===== src/sdram_defines.svh =====
// ====================
// SDRAM controller defines
// Address width, region bases and request FIFO depth
// ====================
`ifndef SDRAM_DEFINES_SVH
`define SDRAM_DEFINES_SVH

// SDRAM word-address width
`define SDRAMW          23

// Region bases inside the single bank
`define WRAM_OFFSET     23'h30_0000     // Main CPU work RAM
`define ROM_OFFSET      23'h00_0000     // Graphics ROM

// Pending request words between arbiter and sequencer
`define REQ_FIFO_DEPTH  4

`endif

===== src/mem_map_pkg.sv =====
// ====================
// Memory map package
// Slot identifiers and the SDRAM word-address type
// ====================
`default_nettype none

`include "sdram_defines.svh"

package mem_map_pkg;

    // Client that owns a request or a response
    typedef enum logic {
        SLOT_WRAM = 1'b0,   // Main CPU work RAM, read and write
        SLOT_GFX  = 1'b1    // Graphics ROM, 32-bit reads
    } slot_id_e;

    // Word address into the SDRAM bank
    typedef logic [`SDRAMW-1:0] region_t;

endpackage

`default_nettype wire


===== src/sdram_req_pkg.sv =====
// ====================
// Request word package
// One 42-bit word seen as a read or as a write
// ====================
`default_nettype none

`include "sdram_defines.svh"

package sdram_req_pkg;

    localparam int REQ_W    = 42;
    localparam int RD_PAD_W = REQ_W - `SDRAMW - 3;   // Write flag, slot and beat count

    // Read view
    typedef struct packed {
        logic                  write;   // Low for reads
        mem_map_pkg::region_t  addr;
        logic [RD_PAD_W-1:0]   pad;
        mem_map_pkg::slot_id_e slot;
        logic                  beats;   // Set for two beats
    } req_rd_t;

    // Write view, slot 0 only
    typedef struct packed {
        logic                  write;   // High for writes
        mem_map_pkg::region_t  addr;
        logic [15:0]           data;
        logic [1:0]            mask;    // Active low byte enables
    } req_wr_t;

    // Flag and address sit at the same bits in both views
    typedef union packed {
        req_rd_t rd;
        req_wr_t wr;
    } req_word_u;

endpackage

`default_nettype wire


===== src/cps_sdram_top.sv =====
// ====================
// SDRAM slot controller top
// Arbiter, request FIFO and bank sequencer on one bank
// ====================
`timescale 1ns/1ps
`default_nettype none

`include "sdram_defines.svh"

module cps_sdram_top (
    input  wire                 clk,
    input  wire                 reset,
    // Slot 0, main CPU work RAM
    input  wire                 wram_cs,
    input  wire                 wram_wen,
    input  wire  [16:0]         wram_addr,
    input  wire  [15:0]         wram_din,
    input  wire  [1:0]          wram_mask,
    output wire                 wram_ok,
    output wire  [15:0]         wram_dout,
    // Slot 1, graphics ROM
    input  wire                 gfx_cs,
    input  wire  [19:0]         gfx_addr,
    output wire                 gfx_ok,
    output wire  [31:0]         gfx_dout,
    // SDRAM bank
    output wire  [`SDRAMW-1:0]  sdram_addr,
    output wire                 sdram_rd,
    output wire                 sdram_wr,
    output wire  [15:0]         sdram_din,
    output wire  [1:0]          sdram_mask,
    input  wire                 sdram_ack,
    input  wire                 data_dst,
    input  wire                 data_rdy,
    input  wire  [15:0]         data_read
);

wire sdram_req_pkg::req_word_u req_word, fifo_word;
wire mem_map_pkg::slot_id_e    resp_slot;
wire [31:0]                    resp_data;
wire                           push, pop, full, empty, resp_valid;

slot_arbiter u_arbiter (
    .clk        ( clk        ),
    .reset      ( reset      ),
    .wram_cs    ( wram_cs    ),
    .wram_wen   ( wram_wen   ),
    .wram_addr  ( wram_addr  ),
    .wram_din   ( wram_din   ),
    .wram_mask  ( wram_mask  ),
    .wram_ok    ( wram_ok    ),
    .wram_dout  ( wram_dout  ),
    .gfx_cs     ( gfx_cs     ),
    .gfx_addr   ( gfx_addr   ),
    .gfx_ok     ( gfx_ok     ),
    .gfx_dout   ( gfx_dout   ),
    .full       ( full       ),
    .push       ( push       ),
    .req_word   ( req_word   ),
    .resp_valid ( resp_valid ),
    .resp_slot  ( resp_slot  ),
    .resp_data  ( resp_data  )
);

req_fifo u_fifo (
    .clk        ( clk        ),
    .reset      ( reset      ),
    .push       ( push       ),
    .pop        ( pop        ),
    .wr_word    ( req_word   ),
    .rd_word    ( fifo_word  ),
    .full       ( full       ),
    .empty      ( empty      )
);

bank_sequencer u_sequencer (
    .clk        ( clk        ),
    .reset      ( reset      ),
    .rd_word    ( fifo_word  ),
    .empty      ( empty      ),
    .pop        ( pop        ),
    .sdram_addr ( sdram_addr ),
    .sdram_rd   ( sdram_rd   ),
    .sdram_wr   ( sdram_wr   ),
    .sdram_din  ( sdram_din  ),
    .sdram_mask ( sdram_mask ),
    .sdram_ack  ( sdram_ack  ),
    .data_dst   ( data_dst   ),
    .data_rdy   ( data_rdy   ),
    .data_read  ( data_read  ),
    .resp_valid ( resp_valid ),
    .resp_slot  ( resp_slot  ),
    .resp_data  ( resp_data  )
);

endmodule

`default_nettype wire


===== src/bank_sequencer.sv =====
// ====================
// Bank sequencer
// Runs one SDRAM transaction at a time and returns the response
// ====================
`timescale 1ns/1ps
`default_nettype none

`include "sdram_defines.svh"

module bank_sequencer (
    input  wire                             clk,
    input  wire                             reset,
    // Request FIFO
    input  wire  sdram_req_pkg::req_word_u  rd_word,
    input  wire                             empty,
    output logic                            pop,
    // SDRAM bank
    output logic [`SDRAMW-1:0]              sdram_addr,
    output logic                            sdram_rd,
    output logic                            sdram_wr,
    output logic [15:0]                     sdram_din,
    output logic [1:0]                      sdram_mask,
    input  wire                             sdram_ack,
    input  wire                             data_dst,
    input  wire                             data_rdy,
    input  wire  [15:0]                     data_read,
    // Response to the arbiter
    output logic                            resp_valid,
    output mem_map_pkg::slot_id_e           resp_slot,
    output logic [31:0]                     resp_data
);

localparam logic [1:0] S_IDLE    = 2'd0,
                       S_REQUEST = 2'd1,   // Strobe up, waiting for ack
                       S_DATA    = 2'd2,   // Beats and rdy
                       S_RESPOND = 2'd3;

logic [1:0] state;
logic       two_beats;
logic       beat;      // Next beat goes to the upper half

assign pop        = state == S_IDLE && !empty;
assign resp_valid = state == S_RESPOND;

always_ff @(posedge clk) begin
    if (reset) begin
        state    <= S_IDLE;
        sdram_rd <= 1'b0;
        sdram_wr <= 1'b0;
    end else begin
        case (state)
            S_IDLE: if (pop) begin
                state    <= S_REQUEST;
                sdram_wr <= rd_word.wr.write;
                sdram_rd <= !rd_word.wr.write;
            end
            S_REQUEST: if (sdram_ack) begin
                state    <= S_DATA;
                sdram_rd <= 1'b0;
                sdram_wr <= 1'b0;
            end
            S_DATA: if (data_rdy) state <= S_RESPOND;
            default: state <= S_IDLE;   // Response pulse lasts one cycle
        endcase
    end
end

always_ff @(posedge clk) begin
    if (pop) begin
        beat <= 1'b0;
        if (rd_word.wr.write) begin
            sdram_addr <= rd_word.wr.addr;
            sdram_din  <= rd_word.wr.data;
            sdram_mask <= rd_word.wr.mask;
            resp_slot  <= mem_map_pkg::SLOT_WRAM;
            two_beats  <= 1'b0;
        end else begin
            sdram_addr <= rd_word.rd.addr;
            sdram_mask <= 2'b11;
            resp_slot  <= rd_word.rd.slot;
            two_beats  <= rd_word.rd.beats;
        end
    end
    if (state == S_DATA && data_dst) begin
        if (!beat) resp_data[15:0] <= data_read;
        else if (two_beats) resp_data[31:16] <= data_read;   // Upper address word
        beat <= 1'b1;
    end
end

endmodule

`default_nettype wire


===== src/req_fifo.sv =====
// ====================
// Request FIFO
// Circular buffer of request words
// ====================
`timescale 1ns/1ps
`default_nettype none

`include "sdram_defines.svh"

module req_fifo (
    input  wire                             clk,
    input  wire                             reset,
    input  wire                             push,
    input  wire                             pop,
    input  wire  sdram_req_pkg::req_word_u  wr_word,
    output sdram_req_pkg::req_word_u        rd_word,
    output logic                            full,
    output logic                            empty
);

localparam int DEPTH = `REQ_FIFO_DEPTH;
localparam int AW    = $clog2(DEPTH);
localparam logic [AW:0] FULL_CNT = DEPTH[AW:0];

sdram_req_pkg::req_word_u mem [DEPTH];
logic [AW-1:0] wr_ptr, rd_ptr;
logic [AW:0]   count;
logic          do_push, do_pop;

function automatic logic [AW-1:0] ptr_next(input logic [AW-1:0] ptr);
    return (ptr == AW'(DEPTH - 1)) ? '0 : ptr + 1'b1;
endfunction

assign full    = count == FULL_CNT;
assign empty   = count == '0;
assign do_pop  = pop && !empty;
assign do_push = push && (!full || do_pop);   // Full but draining still accepts
assign rd_word = mem[rd_ptr];                 // Head is valid while not empty

always_ff @(posedge clk) begin
    if (reset) begin
        wr_ptr <= '0;
        rd_ptr <= '0;
        count  <= '0;
    end else begin
        if (do_push) wr_ptr <= ptr_next(wr_ptr);
        if (do_pop)  rd_ptr <= ptr_next(rd_ptr);
        case ({do_push, do_pop})
            2'b10:   count <= count + 1'b1;
            2'b01:   count <= count - 1'b1;
            default: count <= count;
        endcase
    end
end

always_ff @(posedge clk) begin
    if (do_push) mem[wr_ptr] <= wr_word;
end

endmodule

`default_nettype wire


===== src/slot_arbiter.sv =====
// ====================
// Slot arbiter
// Latches slot data, answers hits and pushes misses as request words
// ====================
`timescale 1ns/1ps
`default_nettype none

`include "sdram_defines.svh"

module slot_arbiter (
    input  wire                             clk,
    input  wire                             reset,
    // Slot 0, work RAM
    input  wire                             wram_cs,
    input  wire                             wram_wen,
    input  wire  [16:0]                     wram_addr,
    input  wire  [15:0]                     wram_din,
    input  wire  [1:0]                      wram_mask,
    output logic                            wram_ok,
    output logic [15:0]                     wram_dout,
    // Slot 1, graphics ROM
    input  wire                             gfx_cs,
    input  wire  [19:0]                     gfx_addr,
    output logic                            gfx_ok,
    output logic [31:0]                     gfx_dout,
    // Request FIFO
    input  wire                             full,
    output logic                            push,
    output sdram_req_pkg::req_word_u        req_word,
    // Response from the sequencer
    input  wire                             resp_valid,
    input  wire  mem_map_pkg::slot_id_e     resp_slot,
    input  wire  [31:0]                     resp_data
);

logic [16:0] wram_laddr, wram_raddr, wram_saddr;
logic [15:0] wram_ldata, wram_rdin, wram_merge;
logic [1:0]  wram_rmask;
logic        wram_rwen, wram_swen;
logic        wram_valid, wram_pend, wram_ok_q;
logic [19:0] gfx_laddr, gfx_raddr;
logic [31:0] gfx_ldata;
logic        gfx_valid, gfx_pend, gfx_ok_q;
logic        wram_hit, wram_keep, wram_want, wram_push, wram_resp;
logic        gfx_hit, gfx_want, gfx_push, gfx_resp;
mem_map_pkg::region_t wram_sdaddr, gfx_sdaddr;

assign wram_sdaddr = `WRAM_OFFSET + {6'd0, wram_addr};
assign gfx_sdaddr  = `ROM_OFFSET + {2'd0, gfx_addr, 1'b0};   // Two words per entry

// Writes never hit, they always reach the SDRAM
assign wram_hit  = wram_cs && !wram_wen && wram_valid && wram_addr == wram_laddr;
assign wram_keep = wram_ok_q && wram_cs && wram_addr == wram_saddr && wram_wen == wram_swen;
assign wram_want = wram_cs && !wram_hit && !wram_keep && !wram_pend;
assign gfx_hit   = gfx_cs && gfx_valid && gfx_addr == gfx_laddr;
assign gfx_want  = gfx_cs && !gfx_hit && !gfx_pend;

assign push      = !full && (wram_want || gfx_want);
assign wram_push = push && wram_want;                 // Slot 0 wins a tie
assign gfx_push  = push && !wram_want && gfx_want;
assign wram_resp = resp_valid && resp_slot == mem_map_pkg::SLOT_WRAM;
assign gfx_resp  = resp_valid && resp_slot == mem_map_pkg::SLOT_GFX;

assign wram_merge = { wram_rmask[1] ? wram_ldata[15:8] : wram_rdin[15:8],
                      wram_rmask[0] ? wram_ldata[7:0]  : wram_rdin[7:0] };

assign wram_ok   = wram_keep;              // Drops as soon as the client moves on
assign wram_dout = wram_ldata;
assign gfx_ok    = gfx_ok_q && gfx_hit;
assign gfx_dout  = gfx_ldata;

always_comb begin
    req_word = '0;
    if (wram_want) begin
        if (wram_wen) begin
            req_word.wr.write = 1'b1;
            req_word.wr.addr  = wram_sdaddr;
            req_word.wr.data  = wram_din;
            req_word.wr.mask  = wram_mask;
        end else begin
            req_word.rd.addr  = wram_sdaddr;
            req_word.rd.slot  = mem_map_pkg::SLOT_WRAM;
        end
    end else begin
        req_word.rd.addr  = gfx_sdaddr;
        req_word.rd.slot  = mem_map_pkg::SLOT_GFX;
        req_word.rd.beats = 1'b1;
    end
end

always_ff @(posedge clk) begin
    if (reset) begin
        wram_valid <= 1'b0;
        wram_pend  <= 1'b0;
        wram_ok_q  <= 1'b0;
        gfx_valid  <= 1'b0;
        gfx_pend   <= 1'b0;
        gfx_ok_q   <= 1'b0;
    end else begin
        wram_ok_q <= wram_resp || wram_hit || wram_keep;
        gfx_ok_q  <= gfx_resp || gfx_hit;
        if (wram_push) wram_pend <= 1'b1;
        else if (wram_resp) wram_pend <= 1'b0;
        if (gfx_push) gfx_pend <= 1'b1;
        else if (gfx_resp) gfx_pend <= 1'b0;
        if (wram_resp) begin
            if (!wram_rwen) wram_valid <= 1'b1;
            else if (wram_laddr != wram_raddr) wram_valid <= 0;   // Latch no longer trusted
        end
        if (gfx_resp) gfx_valid <= 1'b1;
    end
end

always_ff @(posedge clk) begin
    if (wram_push) begin
        wram_raddr <= wram_addr;
        wram_rdin  <= wram_din;
        wram_rmask <= wram_mask;
        wram_rwen  <= wram_wen;
    end
    if (gfx_push) gfx_raddr <= gfx_addr;
    // Access that currently holds ok high
    wram_saddr <= wram_resp ? wram_raddr : wram_addr;
    wram_swen  <= wram_resp ? wram_rwen  : wram_wen;
    if (wram_resp) begin
        if (!wram_rwen) begin
            wram_laddr <= wram_raddr;
            wram_ldata <= resp_data[15:0];
        end else if (wram_valid && wram_laddr == wram_raddr) begin
            wram_ldata <= wram_merge;
        end
    end
    if (gfx_resp) begin
        gfx_laddr <= gfx_raddr;
        gfx_ldata <= resp_data;
    end
end

endmodule

`default_nettype wire


===== config.mk =====
export PLATFORM = sky130hd
export DESIGN_NAME = cps_sdram_top
export DESIGN_NICKNAME = d
export VERILOG_FILES = /design/src/mem_map_pkg.sv /design/src/sdram_req_pkg.sv /design/src/cps_sdram_top.sv /design/src/bank_sequencer.sv /design/src/req_fifo.sv /design/src/slot_arbiter.sv
export VERILOG_INCLUDE_DIRS = /design/src /design/src/src
export SDC_FILE = /design/constraint.sdc
export NUM_CORES = 1
export LEC_CHECK = 0
export BUFFER_PORTS_ARGS = -buffer_cell sky130_fd_sc_hd__buf_4
export CAP_MARGIN = 20
export CORE_UTILIZATION = 58
export DETAILED_ROUTE_END_ITERATION = 8
export GPL_TIMING_DRIVEN = 0
export PLACE_DENSITY = 0.79
export SYNTH_ARGS = -nofsm -noshare
export SYNTH_HDL_FRONTEND = slang
export SYNTH_SLANG_ARGS = --single-unit

===== constraint.sdc =====
create_clock -name clk -period 4.8 [get_ports clk]
set_clock_uncertainty 0.05 [all_clocks]
set_input_delay 0.96 -clock clk [delete_from_list [all_inputs] [get_ports clk]]
set_output_delay 0.96 -clock clk [all_outputs]
set_load 0.05 [all_outputs]

## After elaboration in Yosys (flattened, before gate mapping)

Memories as Yosys holds them, arrays and structs flattened. A register that Yosys moved wholly into a read port is not among the register bits.
Cells that the tools add are included.

- $add $sub $neg: 5
- Eq/ne operators: 21
- Muxes and demuxes: 36
- Bitwise logic cells: 3
- Reduce and logical (&&, ||, !) cells: 55

Operators with widths:

| operator | count |
|---|---|
| 16-bit two-way mux | 4 |
| 17-bit == test | 3 |
| 1-bit logical AND | 25 |
| 22-bit by 17-bit adder with 23-bit output, first input constant | 1 |
| 23-bit two-way mux | 1 |
| 20-bit == test | 1 |
| 17-bit two-way mux | 1 |
| 17-bit inequality test | 1 |
| 1-bit two-way mux | 16 |
| 2-bit two-way mux | 8 |
| 8-bit two-way mux | 2 |
| 3-bit AND reduction | 5 |
| 2-bit inequality test, second input constant | 7 |
| 2-bit == test, second input constant | 5 |
| 1-bit logical NOT | 10 |
| 2-bit AND reduction | 4 |
| 2-bit nonzero test | 4 |
| 2-bit one-hot mux with 3 select lines | 1 |
| 3-bit one-hot mux with 2 select lines | 1 |
| 1-bit logical OR | 5 |
| 2-bit by 1-bit adder with 2-bit output, second input constant | 2 |
| 2-bit by 1-bit == test with 1-bit output, second input constant | 2 |
| 1-bit one-hot mux with 2 select lines | 2 |
| 3-bit by 1-bit adder with 3-bit output, second input constant | 1 |
| other kinds (6) | 8 |

- Bits in registers: 252
- Bits in writable memories: 168
- Input bits: 79
- Output and inout bits: 93
- Word-level logic and storage cells: 153
- Memories: 1

Memory list:

| name | words | width | read ports | clocked after memory_dff | write ports | line | source |
|---|---|---|---|---|---|---|---|
| u_fifo.mem | 4 | 42 | 1 | 1 | 1 | req_fifo.sv:25 | `sdram_req_pkg::req_word_u mem [DEPTH];` |

## Logic depth before layout (Yosys ltp)

Gate-level depths: netlist (run 1).

- Depth after elaboration: 13
- Depth in mapped cells: 11
- Mapped depth without buffers: 11

## Cells and area by module

Synthesis (run 1) repeated with hierarchy kept, for this count alone.

- Cells, all modules: 821
- Area total of the unflattened synthesis: 15720.1 µm²

By module, submodules not included:

| module | times used | cells an instance | area each (µm²) | seq. area each (µm²) |
|---|---|---|---|---|
| slot_arbiter | 1 | 432 | 6583.8 | 4714.5 |
| req_fifo | 1 | 272 | 6533.8 | 5225.0 |
| bank_sequencer | 1 | 117 | 2602.5 | 2352.3 |

## Least setup slack after synthesis (run 1)

No wires, ideal clock.

- Path kind: input -> register
- Start point: input port wram_addr[0]
- End point: memory u_fifo.mem[0][0] (netlist name) (enable)
- Library setup time: 444 ps
- Arrival time: 3507 ps
- Data required time: 4306 ps
- Slack: 798 ps
- Cell stages on the path: 6
- Buffers on the path: 0
- Path through: xor2_1 > nor4_1 > nand4_1 > a2bb2oi_2 > a2bb2oi_2 > nor2b_1

- Longest elaborated chain between the ends: 11
- Elaborated cells between the ends (all ways): 15
- Classes of those cells: 2 x eq/ne; 2 x mux; 11 x reduce/logical

RTL lines:

| what | line | source |
|---|---|---|
| start, declared | cps_sdram_top.sv:16 | `input wire [16:0] wram_addr,` |
| 17-bit == test (on tied branches) | slot_arbiter.sv:52, slot_arbiter.sv:53 |  |
| 1-bit logical AND (on tied branches) | slot_arbiter.sv:52, slot_arbiter.sv:53 |  |
| 1-bit logical NOT or 1-bit logical AND (tied branches) | slot_arbiter.sv:54, slot_arbiter.sv:53 |  |
| 1-bit logical AND or 1-bit logical NOT (tied branches) | slot_arbiter.sv:54 | `assign wram_want = wram_cs && !wram_hit && !wram_keep && !wram_pend;` |
| 1-bit logical AND (*) (2 in series) | slot_arbiter.sv:54 |  |
| 1-bit logical OR (*) | slot_arbiter.sv:58 | `assign push = !full && (wram_want \|\| gfx_want);` |
| 1-bit logical AND (*) | slot_arbiter.sv:58 |  |
| 1-bit logical AND (*) | req_fifo.sv:37 | `assign do_push = push && (!full \|\| do_pop);` |
| 1-bit two-way mux (*) | req_fifo.sv:57 | `if (do_push) mem[wr_ptr] <= wr_word;` |
| 1-bit two-way mux (implied by the code) (*) | req_fifo.sv:57 |  |
| end, declared | req_fifo.sv:25 |  |

Mark *: on every way between the ends. The rest lies on a longest branch, timed or not.

## Worst setup path in the final report (run 1)

- Start point: input port gfx_addr[4]
- End point: register u_fifo.count[2]

- Longest elaborated chain between the ends: 10
- Elaborated cells between the ends (all ways): 12
- Classes of those cells: 3 x eq/ne; 1 x mux; 8 x reduce/logical

RTL lines:

| what | line | source |
|---|---|---|
| start, declared | cps_sdram_top.sv:23 | `input wire [19:0] gfx_addr,` |
| 20-bit == test (*) | slot_arbiter.sv:55 | `assign gfx_hit = gfx_cs && gfx_valid && gfx_addr == gfx_laddr;` |
| 1-bit logical AND (*) | slot_arbiter.sv:55 |  |
| 1-bit logical NOT (*) | slot_arbiter.sv:56 | `assign gfx_want = gfx_cs && !gfx_hit && !gfx_pend;` |
| 1-bit logical AND (*) (2 in series) | slot_arbiter.sv:56 |  |
| 1-bit logical OR (*) | slot_arbiter.sv:58 |  |
| 1-bit logical AND (*) | slot_arbiter.sv:58 |  |
| 1-bit logical AND (*) | req_fifo.sv:37 |  |
| 2-bit by 1-bit == test with 1-bit output or 2-bit == test (tied branches) | req_fifo.sv:48 | `case ({do_push, do_pop})` |
| 3-bit one-hot mux with 2 select lines or 2-bit nonzero test (tied branches) | - |  |
| end signal, assigned | req_fifo.sv:49 | `2'b10: count <= count + 1'b1;` |
| end signal, assigned | req_fifo.sv:50 | `2'b01: count <= count - 1'b1;` |
| end signal, assigned | req_fifo.sv:51 | `default: count <= count;` |
| end, declared | req_fifo.sv:27 | `logic [AW:0] count;` |

Marks and branches as above.
A chain may end at the register's enable or synchronous reset.

==> results.txt, run 1 <==
----------------------------------------------------
[Detailed routing]
  Mean routed wirelength per cell ... between 20 and 25 um
  Routed Wire Length ... 31,200 um
  Post-DR vias/cell ... 5.60
  DRC violations left ... 0
  Via count ... 7,788
  Count of routing violations after the opening detailed-route iteration ... 692
  Post-DRT Antenna Nets ... 0
  Router iterations before antenna repair ... 7

[Synthesis]
  Top cells by count, synth ... 379 x edfxtp_1, 73 x nand2_1, 46 x xor2_1
  Top-area cell type share of the netlist area ... 0.737
  Post-Syn Instances ... ~800
  Avg Inst Size Synth ... 19.3 um^2
  Async SR Flop Fraction ... 0
  Cells taking the most area after synthesis ... edfxtp_1 74%, mux4_2 6.0%, dfxtp_1 4.9%
  Proportion of synthesized chip area in sequential cells ... 0.786
  Most numerous cell in the Yosys netlist ... edfxtp_1
  Number of synthesized flops with an enable pin ... 379
  Distinct cell type count of the synthesized netlist ... 43
  Yosys reg bits ... 417
  Synthesized Nets ... 892
  Number of warnings printed during yosys synthesis ... 0
  Synth area leader ... edfxtp_1
  Synth Cell Area ... 15,400 um^2
  Most used DFF post-synth ... edfxtp_1

[Finish]
  Fin nets ... 1,114
  Area growth, synth to finish ... 20.4%
  Fraction of layout cells with a size suffix above 1 ... 0.308
  Number of antenna diodes ... 0

[Worst setup path]
  Crit path max-delay family ... simple AND/OR/NAND/NOR gates
  Library cell appearing most often on the critical path ... xor2_1
  Chain of cells forming the critical path ... buf_4 > xor2_1 > nor4_1 > nand4_1 > nor4_2 > a2bb2oi_2 > ha_1 > inv_1 > fa_1 > xor2_1 > or3_1 > a21oi_1
  Setup slack of the worst register-to-register path ... 830 ps
  Worst Path Buf+Inv ... 2
  Required time of the critical path ... 5210 ps
  Capture instance of the worst register-to-register path ... u_fifo.count[2]$_SDFFE_PP0P_
  Data arrival time of the critical path ... 4510 ps
  Setup Crit Path Kind ... input pin to flip-flop
  Kind of capture point of the worst setup path ... flip-flop
  Maximum fanout along the worst path ... 7
  CP startpoint kind ... input pin
  FF-to-FF Start ... u_arbiter.gfx_laddr[4]$_DFFE_PP_
  Count of cells along the worst register-to-register path ... 11
  Maximum cell stage delay along the critical path ... roughly 580 ps
  Cell at the slowest stage of the critical path ... a2bb2oi_2

[Timing]
  Slew headroom ... 0.332
  Final period util ... 0.855
  Achievable Freq ... 244 MHz
  Final setup violation count ... 0
  RSZ-0062 raised after global routing ... no
  Max-slew violations ... 0
  Total count of hold-check failures in the final report ... 0
  Setup_tns ... 0 ps
  Worst Tran Pin Value ... 1000 ps
  Shortest period the worst path allows ... 4100 ps
  Final worst setup slack ... 696 ps

[Place]
  Last weighted congestion value of the routability-driven placer ... 0.843
  Pre-CTS setup slack ... around 130 ps
  Hpwl dp ... 20,800 um
  Number of port buffers ... 170

[GRT]
  Global-route congestion overflow total ... 0
  Maximum number of pins on one net before global-route repair ... 33
  Antenna violations before repair ... 0
  Via count of the first global-routing pass ... 7,942
  Overall routing resource usage ... 0.235
  Wire length of the first global-routing pass ... 46,300 um

[Die]
  Initial cell density of the core ... 0.593
  Horizontal die dimension ... between 150 and 200 um
  Number of I/O pins ... 172
  Die footprint ... around 27,000 um^2
  Area of the placeable core ... between 20,000 and 30,000 um^2
  Die height ... 165 um
  Number of core rows ... 59

[Min path]
  Worst hold stages ... 0
  Hold Startpoint ... u_sequencer.resp_data[24]$_DFFE_PP_
  Worst hold endpoint ... u_arbiter.gfx_dout[24]$_DFFE_PP_
  Path category of the worst min-delay check ... flip-flop to flip-flop

[Clocking]
  Number of buffers created by CTS ... 40
  TritonCTS clock tree ... done
  Longest Clk Path Bufs ... 3
  Post-CTS resize count ... 0
  Clk slew on worst S/H paths ... 60 ps
  Sink count of the clock tree ... 417
  Number of buffers inserted by hold repair at cts ... 0
  Number of post-CTS setup repair buffers ... 0
  Root Buffer Master ... clkbuf_16
  Clock insertion delay at the later pin of the skew report ... 530 ps
  CTS H-tree depth ... 2

[Power]
  PnR Total Power ... 10.7 mW
  Worst-case vdd ir drop ... approximately 380 uV
  Static power due to leakage ... 6.64 nW
  Power Density ... approximately 570 nW/um^2

[Run]
  Max capacitance violation total ... 0

[Status]
  Result of the run ... complete, no violations

----------------------------------------------------
[sequential cells by signal, indices dropped and copies added (netlist names), 2 cells and up, named ones only]
| name | cells |
|---|---|
| u_fifo.count | 3 |
| u_sequencer.sdram_din | 16 |
| u_arbiter.wram_rmask | 2 |
| u_arbiter.wram_dout | 16 |
| u_sequencer.sdram_addr | 22 |
| u_sequencer.resp_data | 32 |
| u_fifo.rd_ptr | 2 |
| u_arbiter.gfx_dout | 32 |
| u_arbiter.gfx_raddr | 20 |
| u_arbiter.wram_rdin | 16 |
| u_sequencer.sdram_mask | 2 |
| u_fifo.mem | 164 |
| u_fifo.wr_ptr | 2 |
| u_arbiter.wram_raddr | 17 |
| u_arbiter.wram_saddr | 17 |
| u_sequencer.state | 2 |
| u_arbiter.gfx_laddr | 20 |
| u_arbiter.wram_laddr | 17 |
[report_power, final]
group / total, mW / internal [mW] / switching [mW]
clock: 2.96 / 1.70 / 1.26
combinational: 2.60 / 0.915 / 1.69
sequential: 5.11 / 4.87 / 0.234
[kinds of logic (layout without fill, tap and decap cells)]
kind of cell	Yosys count	in the layout	share of synthesized area
flip-flops	417	417	0.786
other	1	1	0.000243
buffers and inverters	37	290	0.0117
AO/OA/AOI/OAI	23	23	0.0103
multiplexers	75	75	0.0882
XOR/XNOR	74	74	0.0420
adder cells (fa/ha/maj)	11	11	0.00940
AND/OR/NAND/NOR	164	164	0.0519
[per-layer routing]
layer	part of all wire	vias up	track usage
met5	0	-	0
met4	0.024	0	0.0755
met3	0.050	52	0.0375
met2	0.51	259	0.390
met1	0.42	3957	0.321
li1	-	3520	-
[cell usage in the layout, fill, tap and decap left out, types with 4 or more instances in the layout]
cell       netlist  layout
a21oi_1         10      10
and2_1           6       4
and3_1          16      16
buf_1            5       5
buf_12           1       6
buf_2            5       5
buf_4            1     173
clkbuf_1        11      27
clkbuf_16        0      42
clkinv_1         0       7
dfxtp_1         38      38
edfxtp_1       379     379
ha_1            10      10
inv_1           12      12
mux2_2          17      17
mux2_4          15      15
mux4_2          41      41
nand2_1         73      73
nand2b_1         5       5
nand4_1          8       8
nor2_1          17      15
nor2b_1         12       7
nor2b_4          1       5
nor3_1           9       9
nor4_1          11      11
xnor2_1         28      28
xor2_1          46      46
[worst max path at each step]
stage	start	depth (start not counted)	endpoint	slack, ps
final	gfx_addr[4]	12	u_fifo.count[2]$_SDFFE_PP0P_	700
after global routing	gfx_addr[4]	12	u_fifo.count[2]$_SDFFE_PP0P_	600
after CTS	gfx_addr[4]	12	u_fifo.count[2]$_SDFFE_PP0P_	710
after detailed placement	gfx_addr[13]	12	u_fifo.count[2]$_SDFFE_PP0P_	130
after global placement	wram_wen	7	u_fifo.mem[0][37]$_DFFE_PP_	-1090
after floorplan	wram_addr[0]	6	u_fifo.mem[0][0]$_DFFE_PP_	800
[stage by stage]
stage | utilization | hold slack (ps) | instances | area (um^2)
floorplan | - | 350 | 802 | 15400
global placement | 0.658 | 351 | 1307 | 17100
detailed placement | 0.666 | 355 | 1317 | 17400
CTS | 0.714 | 358 | 1390 | 18600
global route | 0.714 | 364 | 1390 | 18600
finish | 0.714 | 363 | 1390 | 18600
[final cells by class]
cell class	count	area (um^2)
clock inverters	13	95.1
repair buffers	180	1460
inverters	12	45.0
multi-input cells	348	3160
well taps	335	419
plain buffers	25	135
flip-flops and latches	417	12100
clock buffers	60	1140
fillers	1578	7460
(Power assumes the default switching activity.)
==> inputs of run 2 (changes only) <==
- CORE_MARGIN: unset -> 5
==> results.txt, run 2 (synthesis gave the netlist of run 1 again) <==
----------------------------------------------------
[Place]
  Last weighted congestion value of the routability-driven placer ... 0.825 (-2.2%)
  Post-place instance area ... 17,400 um^2 (about the same)
  Number of port buffers ... 170 (unchanged)
  Hpwl dp ... 21,200 um (+2.0%)

[Worst setup path]
  Kind of capture point of the worst setup path ... flip-flop
  Data arrival time of the critical path ... 4530 ps (+20 ps)
  Required time of the critical path ... 5200 ps (about the same)
  Maximum fanout along the worst path ... 7 (unchanged)
  Setup Crit Path Kind ... input pin to flip-flop
  CP startpoint kind ... input pin

[GRT]
  Via count of the first global-routing pass ... 8,214 (+3.4%)
  Overall routing resource usage ... 0.214 (-0.0211)
  Maximum number of pins on one net before global-route repair ... 33 (unchanged)
  Wire length of the first global-routing pass ... 49,100 um (+6.0%)
  Antenna violations before repair ... 0 (unchanged)
  Global-route congestion overflow total ... 0 (unchanged)

[Detailed routing]
  Via count ... 7,819 (+0.40%)
  Router iterations before antenna repair ... 5 (-2)
  DRC violations left ... 0 (unchanged)
  Post-DR vias/cell ... 5.63 (+0.47%)
  Routed Wire Length ... 32,000 um (+2.4%)
  Mean routed wirelength per cell ... 23.0 um (+2.5%)
  Count of routing violations after the opening detailed-route iteration ... 671 (-3.0%)
  Post-DRT Antenna Nets ... 0 (unchanged)

[Clocking]
  Clock insertion delay at the later pin of the skew report ... 530 ps (about the same)
  Clk slew on worst S/H paths ... 60 ps (about the same)
  Post-CTS resize count ... 0 (unchanged)
  Number of buffers inserted by hold repair at cts ... 0 (unchanged)
  Number of post-CTS setup repair buffers ... 0 (unchanged)
  Longest Clk Path Bufs ... 3 (unchanged)
  Root Buffer Master ... clkbuf_16
  Sink count of the clock tree ... 417 (unchanged)
  TritonCTS clock tree ... done
  CTS H-tree depth ... 2 (unchanged)
  Number of buffers created by CTS ... 40 (unchanged)

[Run]
  Max capacitance violation total ... 0 (unchanged)

[Timing]
  RSZ-0062 raised after global routing ... no
  Final period util ... 0.859 (+0.00398)
  Final setup violation count ... 0 (unchanged)
  Slew headroom ... 0.349 (+0.0165)
  Worst Tran Pin Value ... 977 ps (-24.8 ps)
  Total count of hold-check failures in the final report ... 0 (unchanged)
  Achievable Freq ... 243 MHz (-0.46%)
  Max-slew violations ... 0 (unchanged)
  Worst hold margin ... 364 ps (+0.589 ps)
  Shortest period the worst path allows ... 4120 ps (+19.1 ps)

[Finish]
  Most common library cell in the layout ignoring fill and taps ... edfxtp_1
  Commonest cells after routing, fill and taps aside ... 379 x edfxtp_1, 172 x buf_4, 73 x nand2_1, 46 x xor2_1
  Fin nets ... 1,113 (-0.090%)
  Storage element area ... 12,100 um^2 (unchanged)
  Fraction of layout cells with a size suffix above 1 ... 0.320 (+0.0117)
  Filler Cells Inserted ... 1,579 (+0.063%)
  Flip-flop count of the largest register after layout ... 164 (unchanged)
  Post-route cell area ... 18,700 um^2 (+0.32%)
  Area of the multi-input gates ... 3160 um^2 (about the same)
  Top reg by flops ... u_fifo.mem
  Number of antenna diodes ... 0 (unchanged)
  Final core utilization ... 0.714 (about the same)
  Area growth, synth to finish ... 20.8%

[Die]
  Number of I/O pins ... 172 (unchanged)
  Die height ... 173 um (+4.8%)
  Horizontal die dimension ... 173 um (+4.8%)
  Initial cell density of the core ... 0.591 (-0.00167)
  Number of core rows ... 59 (unchanged)
  Area of the placeable core ... 26,100 um^2 (+0.28%)
  Die footprint ... 30,000 um^2 (+9.9%)

[Power]
  PnR Total Power ... 10.8 mW (+1.2%)
  Logic gate share of total power ... 0.241 (-0.003)
  Static power due to leakage ... 6.68 nW (+0.61%)
  Fraction of power consumed by sequential logic ... 0.473 (-0.006)
  Switch Pwr ... 3.22 mW (+1.3%)
  Worst-case vdd ir drop ... 442 uV (+15%)
  Clock network fraction of design power ... 0.286 (+0.009)
  Switching fraction of total power ... 0.298 (about the same)
  Cell Int Power ... 7.57 mW (+1.2%)
  Power Density ... 579 nW/um^2 (+0.91%)

[Min path]
  Path category of the worst min-delay check ... flip-flop to flip-flop

[Status]
  Result of the run ... complete, no violations

----------------------------------------------------
-- run 2: layout make-up --
type | instances | share of cell area
plain buffers | 25 | 0.00724
well taps | 335 | 0.0225
clock inverters | 24 | 0.0109
multi-input cells | 348 | 0.169
repair buffers | 179 | 0.0779
clock buffers | 49 | 0.0588
flip-flops and latches | 417 | 0.651
inverters | 12 | 0.00241
-- run 2: path summary, 6_finish.rpt --
check	startpoint	to	slack (ps)	cells past startpoint
min reg2reg	u_sequencer.resp_data[24]$_DFFE_PP_	u_arbiter.gfx_dout[24]$_DFFE_PP_	360	0
max reg2reg	u_arbiter.gfx_laddr[13]$_DFFE_PP_	u_fifo.count[2]$_SDFFE_PP0P_	830	11
min	u_sequencer.resp_data[24]$_DFFE_PP_	u_arbiter.gfx_dout[24]$_DFFE_PP_	360	0
max	gfx_addr[13]	u_fifo.count[2]$_SDFFE_PP0P_	680	12
-- run 2: through the flow --
stage                     std cells  TNS, ps  setup WS [ps]
final                          1389        0            677
after global routing           1389        0            520
after CTS                      1389        0            654
after detailed placement       1316        0            211
after global placement         1307  -170100          -1070
after floorplan                 802        0            798
-- run 2: power by group through the flow --
| stage | Combinational, mW | Clock [mW] | Sequential (mW) |
|---|---|---|---|
| 6_report | 2.60 | 3.09 | 5.11 |
| 5_1_grt | 2.76 | 3.31 | 5.16 |
| 4_1_cts | 2.63 | 3.13 | 5.11 |
| 3_5_place_dp | 2.62 | 0 | 5.17 |
| 3_3_place_gp | 2.43 | 0 | 5.19 |
| 2_1_floorplan | 1.07 | 0 | 5.77 |
-- run 2: per-layer routing --
metal / GRT usage / routed length (um)
met5: 0 / 0
met1: 0.296 / 12900
met4: 0.0542 / 706
met3: 0.0362 / 2030
met2: 0.361 / 16300
-- run 2: critical path, stage by stage --
cell and delay [ps]:
buf_4 130, xor2_1 140, nor4_1 520, nand4_1 320, nor4_2 500, a2bb2oi_2 570
ha_1 310, inv_1 70, fa_1 380, xor2_1 160, or3_1 310, a21oi_1 140
